$ cat config.mk
export PLATFORM = sky130hd
export DESIGN_NAME = h16_cpu
export DESIGN_NICKNAME = d
export VERILOG_FILES = /design/src/common/isa_pkg.sv /design/src/common/bus_pkg.sv /design/src/alu/alu.sv /design/src/reg_file.sv /design/src/decoder.sv /design/src/control_fsm.sv /design/src/h16_cpu.sv
export SDC_FILE = /design/constraint.sdc
export NUM_CORES = 1
export LEC_CHECK = 0
export BUFFER_PORTS_ARGS = -buffer_cell sky130_fd_sc_hd__buf_2
export CORE_UTILIZATION = 40
export CTS_CLUSTER_SIZE = 10
export DETAILED_ROUTE_END_ITERATION = 7
export GPL_TIMING_DRIVEN = 1
export PLACE_DENSITY = 0.59
export SYNTH_ARGS = -nofsm -noshare
export SYNTH_HDL_FRONTEND = slang
export SYNTH_HIERARCHICAL = 1
export SYNTH_SLANG_ARGS = --single-unit
$ cat constraint.sdc
create_clock -name clk -period 14.6 [get_ports clk]
set_clock_uncertainty 0.2 [all_clocks]
set_input_delay 2.19 -clock clk [delete_from_list [all_inputs] [get_ports clk]]
set_output_delay 2.19 -clock clk [all_outputs]
set_load 0.01 [all_outputs]
$ cat src/common/isa_pkg.sv
`default_nettype none

package isa_pkg;

   typedef logic [15:0] word_t;        // Register and instruction word
   typedef logic [3:0]  reg_num_t;     // Register number
   typedef logic [3:0]  flags_t;       // Condition flags from the ALU

   localparam reg_num_t reg_pc   = 4'd15;
   localparam reg_num_t reg_flag = 4'd14;

   // Bit positions in the flag register
   localparam int flag_carry    = 0;
   localparam int flag_zero     = 1;
   localparam int flag_sign     = 2;
   localparam int flag_overflow = 3;
   localparam int flag_halt     = 15;

   typedef enum logic [3:0] {
      alu_add,
      alu_sub,
      alu_and,
      alu_or,
      alu_xor,
      alu_cp,                          // Subtract, flags only
      alu_sra,
      alu_srl,
      alu_sl,
      alu_rlc,
      alu_pass                         // Operand a straight through
   } alu_op_e;

   typedef enum logic [3:0] {
      op_nop,                          // Also every dropped encoding
      op_halt,
      op_alu_reg,
      op_alu_imm,                      // ADD/SUB nibble and the shift group
      op_ld_byte_lo,
      op_ld_byte_hi,
      op_ld_word_imm,                  // LD R,nnnn
      op_move,
      op_flag_op,
      op_jump,
      op_load,
      op_store
   } op_class_e;

   typedef struct packed {
      op_class_e op_class;
      alu_op_e   alu_op;
      reg_num_t  dst;
      reg_num_t  src_a;
      reg_num_t  src_b;
      logic [3:0] imm;                 // Immediate, shift amount or flag bit
      logic [7:0] byte_val;
      logic      relative;             // JR form, target is pc plus register
      logic      conditional;
      logic      cond_true;            // Jump when flag set, else when clear
      logic [1:0] cond_bit;
      logic [1:0] flag_func;           // 0 invert, 1 set, 2 clear, 3 test
      logic      writes_flags;
   } dec_t;

endpackage

`default_nettype wire

$ cat src/common/bus_pkg.sv
`default_nettype none

package bus_pkg;

   typedef logic [15:0] bus_addr_t;    // Byte address, always even
   typedef logic [15:0] bus_data_t;    // One memory word

   typedef enum logic [1:0] {
      cmd_none  = 2'b00,               // Idle, memory ignores the bus
      cmd_read  = 2'b01,
      cmd_write = 2'b10
   } bus_cmd_e;

   // Held steady by the core until memory drops its wait level
   typedef struct packed {
      bus_cmd_e  cmd;
      bus_addr_t addr;
      bus_data_t wr_data;
   } bus_req_t;

endpackage

`default_nettype wire

$ cat src/alu/alu.sv
`timescale 1ns/10ps
`default_nettype none

module alu (
   input  wire isa_pkg::alu_op_e op,
   input  wire isa_pkg::word_t   a,
   input  wire isa_pkg::word_t   b,
   output isa_pkg::word_t        result,
   output isa_pkg::flags_t       flags
);

   import isa_pkg::*;

   logic [16:0] sum;                   // Bit 16 is the carry out
   logic [16:0] diff;                  // Bit 16 is the borrow
   logic [16:0] ext;
   logic [31:0] rot;
   word_t       sra_val;
   logic        ovf;

   always_comb begin
      sum     = {1'b0, a} + {1'b0, b};
      diff    = {1'b0, a} - {1'b0, b};
      rot     = {a, a} << b[3:0];      // Upper half is a rotated left
      sra_val = $signed(a) >>> b[3:0];
      ovf     = 1'b0;
      case (op)
         alu_add: begin
            ext = sum;
            ovf = (a[15] == b[15]) && (sum[15] != a[15]);  // Same signs in, sign flips
         end
         alu_sub, alu_cp: begin
            ext = diff;
            ovf = (a[15] != b[15]) && (diff[15] != a[15]);
         end
         alu_and: ext = {1'b0, a & b};
         alu_or:  ext = {1'b0, a | b};
         alu_xor: ext = {1'b0, a ^ b};
         alu_sra: ext = {1'b0, sra_val};
         alu_srl: ext = {1'b0, a >> b[3:0]};
         alu_sl:  ext = {1'b0, a << b[3:0]};
         alu_rlc: ext = {1'b0, rot[31:16]};
         default: ext = {1'b0, a};     // Pass for moves
      endcase
      // Logic ops report even parity in the overflow bit
      if (op inside {alu_and, alu_or, alu_xor}) begin
         ovf = ~^ext[15:0];
      end
      result               = ext[15:0];
      flags[flag_carry]    = ext[16];  // Cleared for logic ops by the zero pad
      flags[flag_zero]     = (ext[15:0] == 16'h0000);
      flags[flag_sign]     = ext[15];
      flags[flag_overflow] = ovf;
   end

endmodule

`default_nettype wire

$ cat src/reg_file.sv
`timescale 1ns/10ps
`default_nettype none

module reg_file (
   input  wire logic              clk,
   input  wire logic              reset,
   input  wire isa_pkg::reg_num_t raddr_a,
   input  wire isa_pkg::reg_num_t raddr_b,
   output isa_pkg::word_t         rdata_a,
   output isa_pkg::word_t         rdata_b,
   input  wire logic              we,
   input  wire isa_pkg::reg_num_t waddr,
   input  wire isa_pkg::word_t    wdata,
   input  wire logic              flags_we,
   input  wire isa_pkg::word_t    flags_wdata,
   input  wire logic              pc_we,
   input  wire isa_pkg::word_t    pc_wdata,
   output isa_pkg::word_t         pc,
   output isa_pkg::word_t         flags
);

   import isa_pkg::*;

   word_t regs [16];                   // r15 pc, r14 flags

   // Later assignments win, so the general port overrides pc and flags
   always_ff @(posedge clk) begin
      if (reset) begin
         regs[reg_pc]   <= '0;
         regs[reg_flag] <= '0;
      end else begin
         if (pc_we) regs[reg_pc] <= pc_wdata;
         if (flags_we) regs[reg_flag] <= flags_wdata;
         if (we) regs[waddr] <= wdata;
      end
   end

   assign rdata_a = regs[raddr_a];     // Async read, sees pre-edge value
   assign rdata_b = regs[raddr_b];
   assign pc      = regs[reg_pc];
   assign flags   = regs[reg_flag];

   // Jump targets and loads into r15 come from program data
   pc_even : assert property (@(posedge clk) disable iff (reset) pc[0] == 1'b0)
      else $error("pc went odd: %h", pc);

endmodule

`default_nettype wire

$ cat src/decoder.sv
`timescale 1ns/10ps
`default_nettype none

module decoder (
   input  wire isa_pkg::word_t ins,
   output isa_pkg::dec_t       dec
);

   import isa_pkg::*;

   always_comb begin
      dec = '0;                        // Class nop, no flag write
      casez (ins)
         16'b0000_0000_0000_0001: dec.op_class = op_halt;
         16'b0000_0001_0111_????: begin  // LD R,nnnn
            dec.op_class = op_ld_word_imm;
            dec.dst      = ins[3:0];
         end
         16'b0000_0001_10??_????: begin  // INVF, SETF, CLRF, TESTF
            dec.op_class  = op_flag_op;
            dec.flag_func = ins[5:4];
            dec.imm       = ins[3:0];    // Flag bit number
         end
         16'b0000_0001_111?_????: begin  // JP R and JR R
            dec.op_class = op_jump;
            dec.relative = ins[4];
            dec.src_a    = ins[3:0];
         end
         16'b0000_0011_????_????: begin  // Conditional JP/JR on flags 0 to 3
            dec.op_class    = op_jump;
            dec.relative    = ins[7];
            dec.conditional = 1'b1;
            dec.cond_true   = ins[6];
            dec.cond_bit    = ins[5:4];
            dec.src_a       = ins[3:0];
         end
         16'b0000_01??_????_????: begin  // Shift group, no flags
            dec.op_class = op_alu_imm;
            dec.dst      = ins[7:4];
            dec.src_a    = ins[7:4];
            dec.imm      = ins[3:0];
            case (ins[9:8])
               2'd0:    dec.alu_op = alu_sra;
               2'd1:    dec.alu_op = alu_srl;
               2'd2:    dec.alu_op = alu_sl;
               default: dec.alu_op = alu_rlc;
            endcase
         end
         16'b0000_100?_????_????: begin  // ADD R,n and SUB R,n
            dec.op_class     = op_alu_imm;
            dec.alu_op       = ins[8] ? alu_sub : alu_add;
            dec.dst          = ins[7:4];
            dec.src_a        = ins[7:4];
            dec.imm          = ins[3:0];
            dec.writes_flags = 1'b1;
         end
         16'b0001_????_????_????,
         16'b0010_????_????_????: begin  // Byte immediate into low or high half
            dec.op_class = ins[13] ? op_ld_byte_hi : op_ld_byte_lo;
            dec.dst      = ins[11:8];
            dec.src_a    = ins[11:8];    // Other half kept from old value
            dec.byte_val = ins[7:0];
         end
         16'b0011_0100_????_????,
         16'b0011_0110_????_????: begin  // Word store/load, data A, address B
            dec.op_class = ins[9] ? op_load : op_store;
            dec.dst      = ins[7:4];
            dec.src_a    = ins[7:4];
            dec.src_b    = ins[3:0];
         end
         16'b0011_11??_????_????: begin  // Moves, register field bit 4 ignored
            dec.op_class = op_move;
            dec.alu_op   = alu_pass;
            dec.dst      = ins[9] ? ins[7:4] : ins[3:0];
            dec.src_a    = ins[9] ? ins[3:0] : ins[7:4];
         end
         16'b1???_????_????_????: begin  // Three-register ALU
            dec.op_class     = op_alu_reg;
            dec.dst          = ins[11:8];
            dec.src_a        = ins[7:4];
            dec.src_b        = ins[3:0];
            dec.writes_flags = 1'b1;
            case (ins[14:12])
               3'd0:    dec.alu_op = alu_add;
               3'd1:    dec.alu_op = alu_sub;
               3'd4:    dec.alu_op = alu_and;
               3'd5:    dec.alu_op = alu_or;
               3'd6:    dec.alu_op = alu_xor;
               3'd7:    dec.alu_op = alu_cp;
               default: dec = '0;        // MUL and DIV
            endcase
         end
         default: dec = '0;
      endcase
   end

endmodule

`default_nettype wire

$ cat src/control_fsm.sv
`timescale 1ns/10ps
`default_nettype none

module control_fsm #(
   parameter bus_pkg::bus_addr_t reset_addr = '0
) (
   input  wire logic               clk,
   input  wire logic               reset,
   input  wire isa_pkg::dec_t      dec,
   input  wire bus_pkg::bus_data_t rd_data,
   input  wire logic               mem_wait,
   input  wire isa_pkg::word_t     pc,
   input  wire isa_pkg::word_t     flags,
   input  wire isa_pkg::word_t     rdata_a,
   input  wire isa_pkg::word_t     rdata_b,
   input  wire isa_pkg::word_t     alu_result,
   input  wire isa_pkg::flags_t    alu_flags,
   output logic                    we,
   output isa_pkg::reg_num_t       waddr,
   output isa_pkg::word_t          wdata,
   output logic                    flags_we,
   output isa_pkg::word_t          flags_wdata,
   output logic                    pc_we,
   output isa_pkg::word_t          pc_wdata,
   output isa_pkg::alu_op_e        alu_op,
   output isa_pkg::word_t          alu_b,
   output isa_pkg::reg_num_t       raddr_a,
   output isa_pkg::reg_num_t       raddr_b,
   output bus_pkg::bus_req_t       bus_req,
   output logic                    halted
);

   import isa_pkg::*;
   import bus_pkg::*;

   typedef enum logic {
      st_fetch_exec,                   // rd_data holds the instruction
      st_data_rw                       // rd_data holds load data
   } state_e;

   state_e    state;
   reg_num_t  pend_dst;                // Load target while data access runs
   logic      advance;
   logic      cond_ok;
   word_t     pc_next;
   word_t     jump_target;
   word_t     flag_mask;
   bus_cmd_e  data_cmd;
   bus_addr_t data_addr;
   bus_addr_t fetch_addr;
   logic      halt_next;

   assign advance = (bus_req.cmd != cmd_none) && !mem_wait;  // Access completes this edge
   assign halted  = flags[flag_halt];

   always_comb begin
      raddr_a     = dec.src_a;
      raddr_b     = dec.src_b;
      alu_op      = dec.alu_op;
      alu_b       = (dec.op_class == op_alu_imm) ? word_t'(dec.imm) : rdata_b;
      cond_ok     = (flags[dec.cond_bit] == dec.cond_true);
      pc_next     = pc + 16'd2;
      jump_target = dec.relative ? pc + rdata_a : rdata_a;  // JR is relative to this instr
      flag_mask   = word_t'(1) << dec.imm;
      we          = 1'b0;
      waddr       = dec.dst;
      wdata       = alu_result;
      flags_we    = 1'b0;
      flags_wdata = {flags[15:4], alu_flags};  // Halt and upper bits kept
      pc_we       = 1'b0;
      pc_wdata    = pc_next;
      data_cmd    = cmd_none;
      data_addr   = rdata_b;
      if (state == st_data_rw) begin
         we    = advance && (bus_req.cmd == cmd_read);  // Stores write nothing back
         waddr = pend_dst;
         wdata = rd_data;
      end else if (advance) begin
         pc_we = 1'b1;
         case (dec.op_class)
            op_halt: begin
               flags_we               = 1'b1;
               flags_wdata            = flags;
               flags_wdata[flag_halt] = 1'b1;
            end
            op_alu_reg, op_alu_imm: begin
               we       = (dec.alu_op != alu_cp);  // CP only sets flags
               flags_we = dec.writes_flags;
            end
            op_ld_byte_lo: begin
               we    = 1'b1;
               wdata = {rdata_a[15:8], dec.byte_val};
            end
            op_ld_byte_hi: begin
               we    = 1'b1;
               wdata = {dec.byte_val, rdata_a[7:0]};
            end
            op_ld_word_imm: begin
               data_cmd  = cmd_read;
               data_addr = pc_next;    // Literal follows the opcode
               pc_wdata  = pc + 16'd4;
            end
            op_move: we = 1'b1;
            op_flag_op: begin
               flags_we = 1'b1;
               case (dec.flag_func)
                  2'd0:    flags_wdata = flags ^ flag_mask;
                  2'd1:    flags_wdata = flags | flag_mask;
                  2'd2:    flags_wdata = flags & ~flag_mask;
                  default: begin       // TESTF, zero set when bit is clear
                     flags_wdata            = flags;
                     flags_wdata[flag_zero] = ~flags[dec.imm];
                  end
               endcase
            end
            op_jump: begin
               if (!dec.conditional || cond_ok) pc_wdata = jump_target;
            end
            op_load:  data_cmd = cmd_read;
            op_store: data_cmd = cmd_write;
            default: ;                 // NOP and dropped opcodes
         endcase
      end
      // A general write to r15 or r14 overrides pc and flags in reg_file
      if (we && waddr == reg_pc) begin
         fetch_addr = wdata;
      end else begin
         fetch_addr = pc_we ? pc_wdata : pc;
      end
      if (we && waddr == reg_flag) begin
         halt_next = wdata[flag_halt];
      end else begin
         halt_next = flags_we ? flags_wdata[flag_halt] : flags[flag_halt];
      end
   end

   always_ff @(posedge clk) begin
      if (reset) begin
         state   <= st_fetch_exec;
         bus_req <= '{cmd: cmd_read, addr: reset_addr, wr_data: '0};  // First fetch
      end else if (advance) begin
         if (halt_next) begin
            state       <= st_fetch_exec;
            bus_req.cmd <= cmd_none;   // Bus stays idle until reset
         end else if (data_cmd != cmd_none) begin
            state   <= st_data_rw;
            bus_req <= '{cmd: data_cmd, addr: data_addr, wr_data: rdata_a};
         end else begin
            state   <= st_fetch_exec;
            bus_req <= '{cmd: cmd_read, addr: fetch_addr, wr_data: '0};
         end
      end
   end

   always_ff @(posedge clk) begin
      if (advance && data_cmd == cmd_read) pend_dst <= dec.dst;
   end

   halt_idle : assert property (@(posedge clk) disable iff (reset)
      halted |-> bus_req.cmd == cmd_none)
      else $error("bus active while halted");

   req_stable : assert property (@(posedge clk) disable iff (reset)
      (bus_req.cmd != cmd_none && mem_wait) |=> $stable(bus_req))
      else $error("bus request changed under wait");

endmodule

`default_nettype wire

$ cat src/h16_cpu.sv
`timescale 1ns/10ps
`default_nettype none

module h16_cpu #(
   parameter bus_pkg::bus_addr_t reset_addr = '0
) (
   input  wire logic               clk,
   input  wire logic               reset,
   output bus_pkg::bus_req_t       bus_req,
   input  wire bus_pkg::bus_data_t rd_data,
   input  wire logic               mem_wait,
   output logic                    halted
);

   import isa_pkg::*;

   dec_t     dec;
   alu_op_e  alu_op;
   word_t    alu_b;
   word_t    alu_result;
   flags_t   alu_flags;
   reg_num_t raddr_a;
   reg_num_t raddr_b;
   word_t    rdata_a;
   word_t    rdata_b;
   logic     we;
   reg_num_t waddr;
   word_t    wdata;
   logic     flags_we;
   word_t    flags_wdata;
   logic     pc_we;
   word_t    pc_wdata;
   word_t    pc;
   word_t    flags;

   // Read data is decoded every cycle, used only in the fetch state
   decoder i_decoder (
      .ins (rd_data),
      .dec (dec)
   );

   alu i_alu (
      .op     (alu_op),
      .a      (rdata_a),               // Port a always from the register file
      .b      (alu_b),
      .result (alu_result),
      .flags  (alu_flags)
   );

   reg_file i_reg_file (
      .clk         (clk),
      .reset       (reset),
      .raddr_a     (raddr_a),
      .raddr_b     (raddr_b),
      .rdata_a     (rdata_a),
      .rdata_b     (rdata_b),
      .we          (we),
      .waddr       (waddr),
      .wdata       (wdata),
      .flags_we    (flags_we),
      .flags_wdata (flags_wdata),
      .pc_we       (pc_we),
      .pc_wdata    (pc_wdata),
      .pc          (pc),
      .flags       (flags)
   );

   control_fsm #(
      .reset_addr (reset_addr)
   ) i_control_fsm (
      .clk         (clk),
      .reset       (reset),
      .dec         (dec),
      .rd_data     (rd_data),
      .mem_wait    (mem_wait),
      .pc          (pc),
      .flags       (flags),
      .rdata_a     (rdata_a),
      .rdata_b     (rdata_b),
      .alu_result  (alu_result),
      .alu_flags   (alu_flags),
      .we          (we),
      .waddr       (waddr),
      .wdata       (wdata),
      .flags_we    (flags_we),
      .flags_wdata (flags_wdata),
      .pc_we       (pc_we),
      .pc_wdata    (pc_wdata),
      .alu_op      (alu_op),
      .alu_b       (alu_b),
      .raddr_a     (raddr_a),
      .raddr_b     (raddr_b),
      .bus_req     (bus_req),
      .halted      (halted)
   );

endmodule

`default_nettype wire

# Yosys cells after proc, flatten, opt, wreduce, memory -nomap -nowiden
# Memory sizes are Yosys's and may differ from the RTL's.
# Cells that the tools add are included.
# W data, S select, Z words.
dict set report word_totals {
  regBits 39
  mem_bits_rw 256
  inputBits 19
  output_inout_bits 35
  word_cells 187
  memories 1
}
# memory words width read_ports rd_ports_with_merged_regs write_ports line_no
set mem_list {}
lappend mem_list {i_reg_file.regs 16 16 4 0 3 reg_file.sv:24} ;# word_t regs [16];
dict set report classes {
  add_sub_neg 5
  n_lt_le_gt_ge 2
  n_eq_ne 51
  n_shift 5
  muxes 75
  bitwise 11
  n_reduce_logical 32
}
# op n
set op_table {}
lappend op_table {{$mux W16} 15}
lappend op_table {{$pmux W17 S9} 1}
lappend op_table {{$pmux W16 S2} 3}
lappend op_table {{$pmux W16 S3} 1}
lappend op_table {{$pmux W4 S5} 2}
lappend op_table {{$pmux W4 S9} 1}
lappend op_table {{$mux W34} 1}
lappend op_table {{$and A16 B16 Y16} 2}
lappend op_table {{$eq A4 B3 Y1 const B} 8}
lappend op_table {{$eq A4 B4 Y1 const B} 8}
lappend op_table {{$mux W32} 1}
lappend op_table {{$or A16 B16 Y16} 2}
lappend op_table {{$shl A32 B4 Y32} 1}
lappend op_table {{$xor A16 B16 Y16} 2}
lappend op_table {{$mux W1} 27}
lappend op_table {{$pmux W4 S2} 3}
lappend op_table {{$eq A4 B2 Y1 const B} 5}
lappend op_table {{$add A16 B16 Y17} 1}
lappend op_table {{$sub A16 B16 Y17} 1}
lappend op_table {{$add A16 B16 Y16} 1}
lappend op_table {{$add A16 B2 Y16 const B} 1}
lappend op_table {{$add A16 B3 Y16 const B} 1}
lappend op_table {{$eq A16 B1 Y1 const B} 1}
lappend op_table {{$eq A8 B6 Y1 const B} 2}
lappend op_table {{50 further kinds} 90}

# Logic depth before layout (Yosys ltp)
# Gate-level depths: netlist (run 1).
dict set report depth {
  depth_word 18
  mapped_depth 37
  mapped_depth_nobuf 29
}

# By module
# Netlist (run 1), hierarchy kept.
# mod n_inst cells_each area_each_um2 seq_area_each_um2
set modules_own_cells {}
lappend modules_own_cells {reg_file 1 649 12356.9 7687.4}
lappend modules_own_cells {control_fsm 1 874 6135.9 820.8}
lappend modules_own_cells {alu 1 679 4496.8 0.0}
lappend modules_own_cells {decoder 1 126 833.3 0.0}

# Worst setup path before layout (run 1)
# OpenSTA, ideal clock, no wires.
dict set report synth_timing {
  path_kind {in2reg}
  startpoint {input port rd_data[13]}
  endpoint {memory i_reg_file/regs[14][3] in the netlist's numbering, data pin}
  setup_ps 260
  arrival_ps 9097
  t_required_ps 14140
  setup_slack_ps 5043
  stages 33
  path_buffers 6
  cell_sequence {buf_6 or4_4 buf_6 or3_1 nor4_4 or4b_2 or3b_1 nor2_1 mux2_2 buf_2 inv_1 clkbuf_1 clkbuf_1 ha_1 inv_1 o221ai_1 a211oi_1 a211oi_2 a211o_1 nor2_1 o21ai_0 a311o_2 ha_1 xnor2_1 xnor2_1 xnor2_1 nor3_1 a311o_1 buf_4 nand2_1 o21ai_0 nand2_1 mux2i_1}
}
# element line_no
set synth_rtl {}
lappend synth_rtl {{start: declaration} h16_cpu.sv:10} ;# input wire bus_pkg::bus_data_t rd_data,
lappend synth_rtl {{end: declaration} reg_file.sv:24}

==> flow_summary.json, run 1 <==
{
  "status": "finished, final reports clean",
  "place_ws_ps": 3260,
  "numCtsBuffers": 37,
  "drcViolationCount": 0,
  "hold_depth": 2,
  "cts_hold_buffers": 0,
  "tightest_slew_ps": 1200,
  "gp_congestion": 0.976,
  "die_w_um": 246,
  "grt_max_degree": 54,
  "finalHoldViolCount": 0,
  "design.core.area_sq_um": 58900,
  "cp-start-kind": "primary input",
  "setup_viol": 0,
  "p_leak_nw": 9.26,
  "ys_ff_latch": 295,
  "final_nets": 2436,
  "ys.flop_type": "edfxtp_1",
  "power.share.sequential_pct": 34.1,
  "clock_latency_ps": 570,
  "report.final.slew_viol_count": 0,
  "cts_tree": "yes",
  "power.switching_mw": 1.14,
  "clock-sinks": 295,
  "cts.path.max_buffers": 3,
  "num_vias": 20500,
  "drtIter0Drc": 2066,
  "antenna_cells": 0,
  "antenna_found_initial": 1,
  "postSynthNetCount": 2456,
  "p_int_mw": 1.92,
  "maxSlewHeadroom_pct": 19.4,
  "initial_core_util_pct": 40.4,
  "grt_usage_pct": 29.1,
  "clkTransAtPathRegs_ps": 50,
  "ant_nets": 0,
  "yosysUniqueCellTypes": 110,
  "post-route-util_pct": 43.8,
  "syn_avg_cell_area_sq_um": 10.2,
  "holdWs_ps": 255,
  "viasPerCell": 6.63,
  "num_rows": 89,
  "synth_area_sq_um": 23800,
  "setup_ws_ps": 3640,
  "grt_pass1_wl_mm": 131,
  "grt_pass1_vias": 19800,
  "cap_violations": 0,
  "p_per_area_nw_per_um2": 119,
  "drive_gt1_share_pct": 16.1,
  "post-route-min-period_ps": 10960,
  "crit_type": "in -> reg",
  "ctsRootBufferMaster": "clkbuf_16",
  "dp.final_hpwl_mm": 62.6,
  "ir_drop_mv": 0.118,
  "cts-resized-gates": 0,
  "syn2layout_area_growth_pct": 8.29,
  "fin_crit_sh_pct": 75.1,
  "slowest_delay_ps": 740,
  "ios": 54,
  "yosysSeqAreaShare_pct": 35.7,
  "hold_class": "reg -> reg",
  "grt.overflow.total": 0,
  "die_h_um": 246,
  "die_area_sq_um": 60500,
  "cp_slowest_cell": "buf_4",
  "swShare_pct": 37.3,
  "port_buffers": 53,
  "htreeDepth": 2,
  "fin_tns_setup_ps": 0,
  "fmax_mhz": 91.3,
  "p_comb_share_pct": 38.1,
  "critPathMaxFanout": 53,
  "async_reset_ff_share_pct": 0,
  "arrival_ps": 11200,
  "ff_latch_area_sq_um": 8510,
  "post_drt_wl_per_cell_um": 28.6,
  "yosys_warnings": 6,
  "post-cts-setup-buffers": 0,
  "multiInputGateArea_sq_um": 14000,
  "syn-instance-count": 2328,
  "dr.pass1.iters": 6,
  "synth_edf_count": 260,
  "rsz0062_at_grt": "no",
  "critical_path_required_ps": 14840,
  "rr_worst_depth": 23,
  "clock_power_share_pct": 27.8,
  "end_kind": "flip-flop",
  "fillCellCount": 5557,
  "wl_mm": 88.7
}
## through the flow
stage | power (mW) | cell area (sq um) | cells
floorplan | 1.81 | 23800 | 2328
global placement | 2.17 | 24700 | 3042
detailed placement | 2.19 | 24700 | 3042
CTS | 3.05 | 25800 | 3098
global route | 3.18 | 25800 | 3098
finish | 3.06 | 25800 | 3098
## synthesized netlist by cell type (24+ instances only)
cell type | instances | area share, %
edfxtp_1 | 260 | 33
nand2_1 | 224 | 3.5
nor2_1 | 187 | 2.9
a21oi_1 | 134 | 2.8
mux4_2 | 111 | 10
clkbuf_1 | 108 | 1.7
inv_1 | 107 | 1.7
ha_1 | 106 | 5.6
o21ai_0 | 98 | 2.1
a22oi_1 | 87 | 2.7
mux2i_1 | 72 | 3.0
nand3_1 | 50 | 1.1
nor3_1 | 49 | 1.0
nor2b_1 | 45 | 1.2
a211oi_1 | 41 | 1.3
dfxtp_1 | 35 | 2.9
buf_4 | 28 | 0.88
and3_1 | 26 | 0.68
xnor2_1 | 26 | 0.96
mux4_1 | 25 | 2.8
o22ai_1 | 24 | 0.63
## area by class of cell
cell class	instances	area share, %
well taps	773	3.75
multi-input cells	1731	54.1
clock buffers	49	3.88
inverters	109	1.59
flip-flops and latches	295	33.0
repair buffers	134	3.39
clock inverters	7	0.339
## placed cells by master (no fill, tap or decap), types with 25 or more instances in the layout
cell / count
nand3_1: 50
and3_1: 26
mux2i_1: 72
o21ai_0: 96
nor3_1: 44
a22oi_1: 87
ha_1: 106
buf_4: 81
edfxtp_1: 260
nor2_1: 186
dfxtp_1: 35
buf_2: 53
nor2b_1: 43
mux4_1: 25
nand2_1: 224
inv_1: 107
a21oi_1: 133
mux4_2: 111
a211oi_1: 41
clkbuf_16: 38
xnor2_1: 26
## flip-flops by register name, summed over array words and instances, names as in the netlist
register	flops
i_control_fsm/state	1
i_control_fsm/pend_dst	4
i_reg_file/regs	256
i_control_fsm/bus_req	34
## per-layer routing
| metal | GRT usage [%] | up-vias | wire length [um] |
|---|---|---|---|
| li1 | - | 8923 | - |
| met1 | 38.3 | 10400 | 35300 |
| met2 | 46.1 | 1033 | 40900 |
| met3 | 4.12 | 206 | 7410 |
| met4 | 15.9 | 0 | 5030 |
| met5 | 0 | - | 0 |
## final timing paths
path | startpoint | to | slack, ps
worst max register to register | i_reg_file/regs[15][1]$_DFFE_PP_ | i_control_fsm/bus_req[31]$_SDFFE_PP0P_ | 7140
worst min register to register | i_control_fsm/bus_req[6]$_SDFFE_PP0P_ | i_control_fsm/bus_req[6]$_SDFFE_PP0P_ | 250
worst min-delay path | i_control_fsm/bus_req[6]$_SDFFE_PP0P_ | i_control_fsm/bus_req[6]$_SDFFE_PP0P_ | 250
worst max-delay path | rd_data[15] | i_control_fsm/bus_req[31]$_SDFFE_PP0P_ | 3640
## power by group through the flow
stage	clock network [mW]	logic (mW)	registers [mW]
after floorplan	0	0.764	1.05
after global placement	0	1.11	1.06
after detailed placement	0	1.13	1.06
after CTS	0.870	1.13	1.04
after global routing	0.898	1.24	1.05
final	0.853	1.17	1.05
## logic make-up (layout without fill, tap and decap cells)
| kind of cell | Yosys count | after routing | synth area share [%] |
|---|---|---|---|
| buf+inv | 302 | 299 | 6.15 |
| flops | 295 | 295 | 35.7 |
| simple gates | 709 | 709 | 14.3 |
| xor+xnor | 41 | 41 | 1.51 |
| compound gates | 638 | 638 | 18.7 |
| fa+ha+maj | 109 | 109 | 5.82 |
| mux | 234 | 234 | 17.7 |
## worst max-delay path: cells and delay by family
kind / cells / cell delay (ps)
AO/OA/AOI/OAI: 11 / 3270
adder cells (fa/ha/maj): 1 / 340
buffers and inverters: 5 / 1670
multiplexers: 3 / 1040
AND/OR/NAND/NOR: 8 / 2590
Power figures use the tool's default switching activity.
==> run 2: changes to the inputs <==
Settings changed: ABC_AREA set to 1, PLACE_DENSITY 0.59 to 0.61.
Clock period 14.6 ns to 8.85 ns, I/O delays scaled along.
==> run 2 against run 1 <==
  * The flow now finishes with violations (DRC)
  * Area after synthesis grew 12%
  * Register-to-register slack lost 3900 ps
  * Via count increased by 37%
  * Non-clock buffer count rose by 4
  * Clock-buffer cell count stayed put
  * Critical endpoint is now i_reg_file/regs[14][3]$_DFFE_PP_
==> flow_summary.json, run 2 <==
{
  "dp.final_hpwl_mm": 80.6,
  "async_reset_ff_share_pct": 0,
  "p_per_area_nw_per_um2": 194,
  "setup_viol": 0,
  "grt.overflow.total": 0,
  "crit_type": "in -> reg",
  "synth_edf_count": 260,
  "grt_usage_pct": 32.5,
  "synth_common_cells": "nand2_1 (1338), nand3_1 (787), inv_1 (561), edfxtp_1 (260), nor2_1 (241)",
  "synth_area_sq_um": 26800,
  "yosysSeqAreaShare_pct": 31.8,
  "maxSlewHeadroom_pct": 18.9,
  "post-cts-setup-buffers": 0,
  "cts-resized-gates": 0,
  "final_nets": 4228,
  "ys.flop_type": "edfxtp_1",
  "ys_ff_latch": 295,
  "cts_hold_buffers": 0,
  "grt_pass1_wl_mm": 165,
  "violations": "DRC",
  "reg.largest.list": "i_reg_file/regs x256, i_control_fsm/bus_req x34, i_control_fsm/pend_dst x4",
  "slowest_delay_ps": 730,
  "drtIter0Drc": 3324,
  "mostFrequentLayoutCells": "nand2_1 (1338), nand3_1 (787), inv_1 (561)",
  "clkTransAtPathRegs_ps": 60,
  "crit_top_cell": "nand2_1",
  "largest_reg_flops": 256,
  "syn-instance-count": 4138,
  "final_area_sq_um": 28900,
  "antenna_cells": 0,
  "design.core.area_sq_um": 66000,
  "syn_avg_cell_area_sq_um": 6.47,
  "htreeDepth": 2,
  "synth_most_common_cell": "nand2_1",
  "largest_register": "i_reg_file/regs",
  "gp_congestion": 1.02,
  "wl_mm": 112,
  "port_buffers": 53,
  "post-route-min-period_ps": 7370,
  "post-route-util_pct": 43.7,
  "cts_tree": "yes",
  "die_w_um": 261,
  "initial_core_util_pct": 40.6,
  "numCtsBuffers": 39,
  "grt_max_degree": 129,
  "cap_violations": 0,
  "ios": 54,
  "status": "complete, but fails checks",
  "die_h_um": 261,
  "arrival_ps": 7490,
  "placed_cell_area_sq_um": 27600,
  "drive_gt1_share_pct": 8.23,
  "viasPerCell": 5.64,
  "num_vias": 28100,
  "place_ws_ps": 1140,
  "synth_top_area_share_pct": 29.2,
  "postSynthNetCount": 4266,
  "fin_crit_sh_pct": 83.2,
  "ctsRootBufferMaster": "clkbuf_16",
  "synthTopCellsByArea": "edfxtp_1 (29%), nand2_1 (19%), nand3_1 (15%), inv_1 (7.9%), ha_1 (5.0%)",
  "syn2layout_area_growth_pct": 7.85,
  "post_drt_wl_per_cell_um": 22.4,
  "yosys_warnings": 6,
  "drcViolationCount": 6,
  "setup_ws_ps": 1480,
  "synth_area_leader_cell": "edfxtp_1",
  "critPathMaxFanout": 88,
  "tightest_slew_ps": 1210,
  "ant_nets": 0,
  "p_leak_nw": 13.8,
  "antenna_found_initial": 1,
  "fin_tns_setup_ps": 0,
  "ir_drop_mv": 0.143,
  "rsz0062_at_grt": "no",
  "final_common_cell": "nand2_1",
  "end_kind": "flip-flop",
  "cp-start-kind": "primary input",
  "clock_latency_ps": 600,
  "clock-sinks": 295,
  "finalHoldViolCount": 0,
  "yosysUniqueCellTypes": 64,
  "cts.path.max_buffers": 3,
  "cp_slowest_cell": "inv_4",
  "critical_path_required_ps": 8970,
  "report.final.slew_viol_count": 0,
  "die_area_sq_um": 67900,
  "grt_pass1_vias": 25900,
  "hold_class": "reg -> reg",
  "dr.pass1.iters": 8,
  "num_rows": 94,
  "fmax_mhz": 136
}
run 2: cell count changes in the layout (fill, tap and decap cells not counted), moves of 32 or more:
cell / delta
nand2_1: +1114
nand3_1: +737
inv_1: +454
mux4_2: -111
a22oi_1: -83
mux2i_1: -72
nor2_1: +44
nor2b_1: -43
a211oi_1: -38
inv_2: +32
run 2: metal layers:
layer  GRT usage (%)  wire length (um)  vias to the layer above
met2            49.2             48300                     1462
met3            5.61             10800                      261
met1            44.6             47000                    13100
met5               0                17                        -
met4            15.7              5570                        2
li1                -                 -                    13300
run 2: cell families after synthesis:
kind of cell | after synthesis | synth area share [%]
adders and majority gates | 109 | 5.18
buffers and inverters | 818 | 13.2
AOI/OAI and AO/OA | 379 | 8.32
xor gates and xnor gates | 18 | 0.589
DFF | 295 | 31.8
and+or+nand+nor | 2519 | 40.9
run 2: area by class of cell:
cell class,instances,area [sq um]
timing repair buffer,138,991
sequential,295,8510
tap,864,1080
fill,7004,37100
clock inverter,13,196
inverter,601,2270
multi-input combinational,3025,14800
clock buffer,49,1030
run 2: final timing paths:
path / startpoint / to / slack (ps) / cells past startpoint
max: rd_data[13] / i_reg_file/regs[14][3]$_DFFE_PP_ / 1480 / 36
min: i_control_fsm/bus_req[2]$_SDFFE_PP0P_ / i_control_fsm/bus_req[2]$_SDFFE_PP0P_ / 260 / 2
max reg2reg: i_reg_file/regs[14][0]$_DFFE_PP_ / i_reg_file/regs[14][3]$_DFFE_PP_ / 3220 / 32
min reg2reg: i_control_fsm/bus_req[2]$_SDFFE_PP0P_ / i_control_fsm/bus_req[2]$_SDFFE_PP0P_ / 260 / 2
run 2: critical path, delay by kind of cell:
| kind | cells | cell delay (ps) |
|---|---|---|
| compound gates | 4 | 760 |
| fa+ha+maj | 2 | 510 |
| xor+xnor | 3 | 460 |
| simple gates | 19 | 2380 |
| buf+inv | 8 | 2010 |
run 2: power breakdown:
part           total (mW)  switching (mW)  internal (mW)  leakage, nW
combinational        2.33            1.69          0.640         10.5
sequential           1.73          0.0426           1.68         2.68
clock                1.55           0.634          0.920        0.598
total                5.61            2.37           3.24         13.8
run 2: per-stage QoR:
stage          cells  power [mW]  hold slack, ps
6_report        4985        5.61             257
2_1_floorplan   4138        3.18             288
3_5_place_dp    4923        4.00             252
4_1_cts         4985        5.56             260
5_1_grt         4985        5.85             279
3_3_place_gp    4923        4.02             247
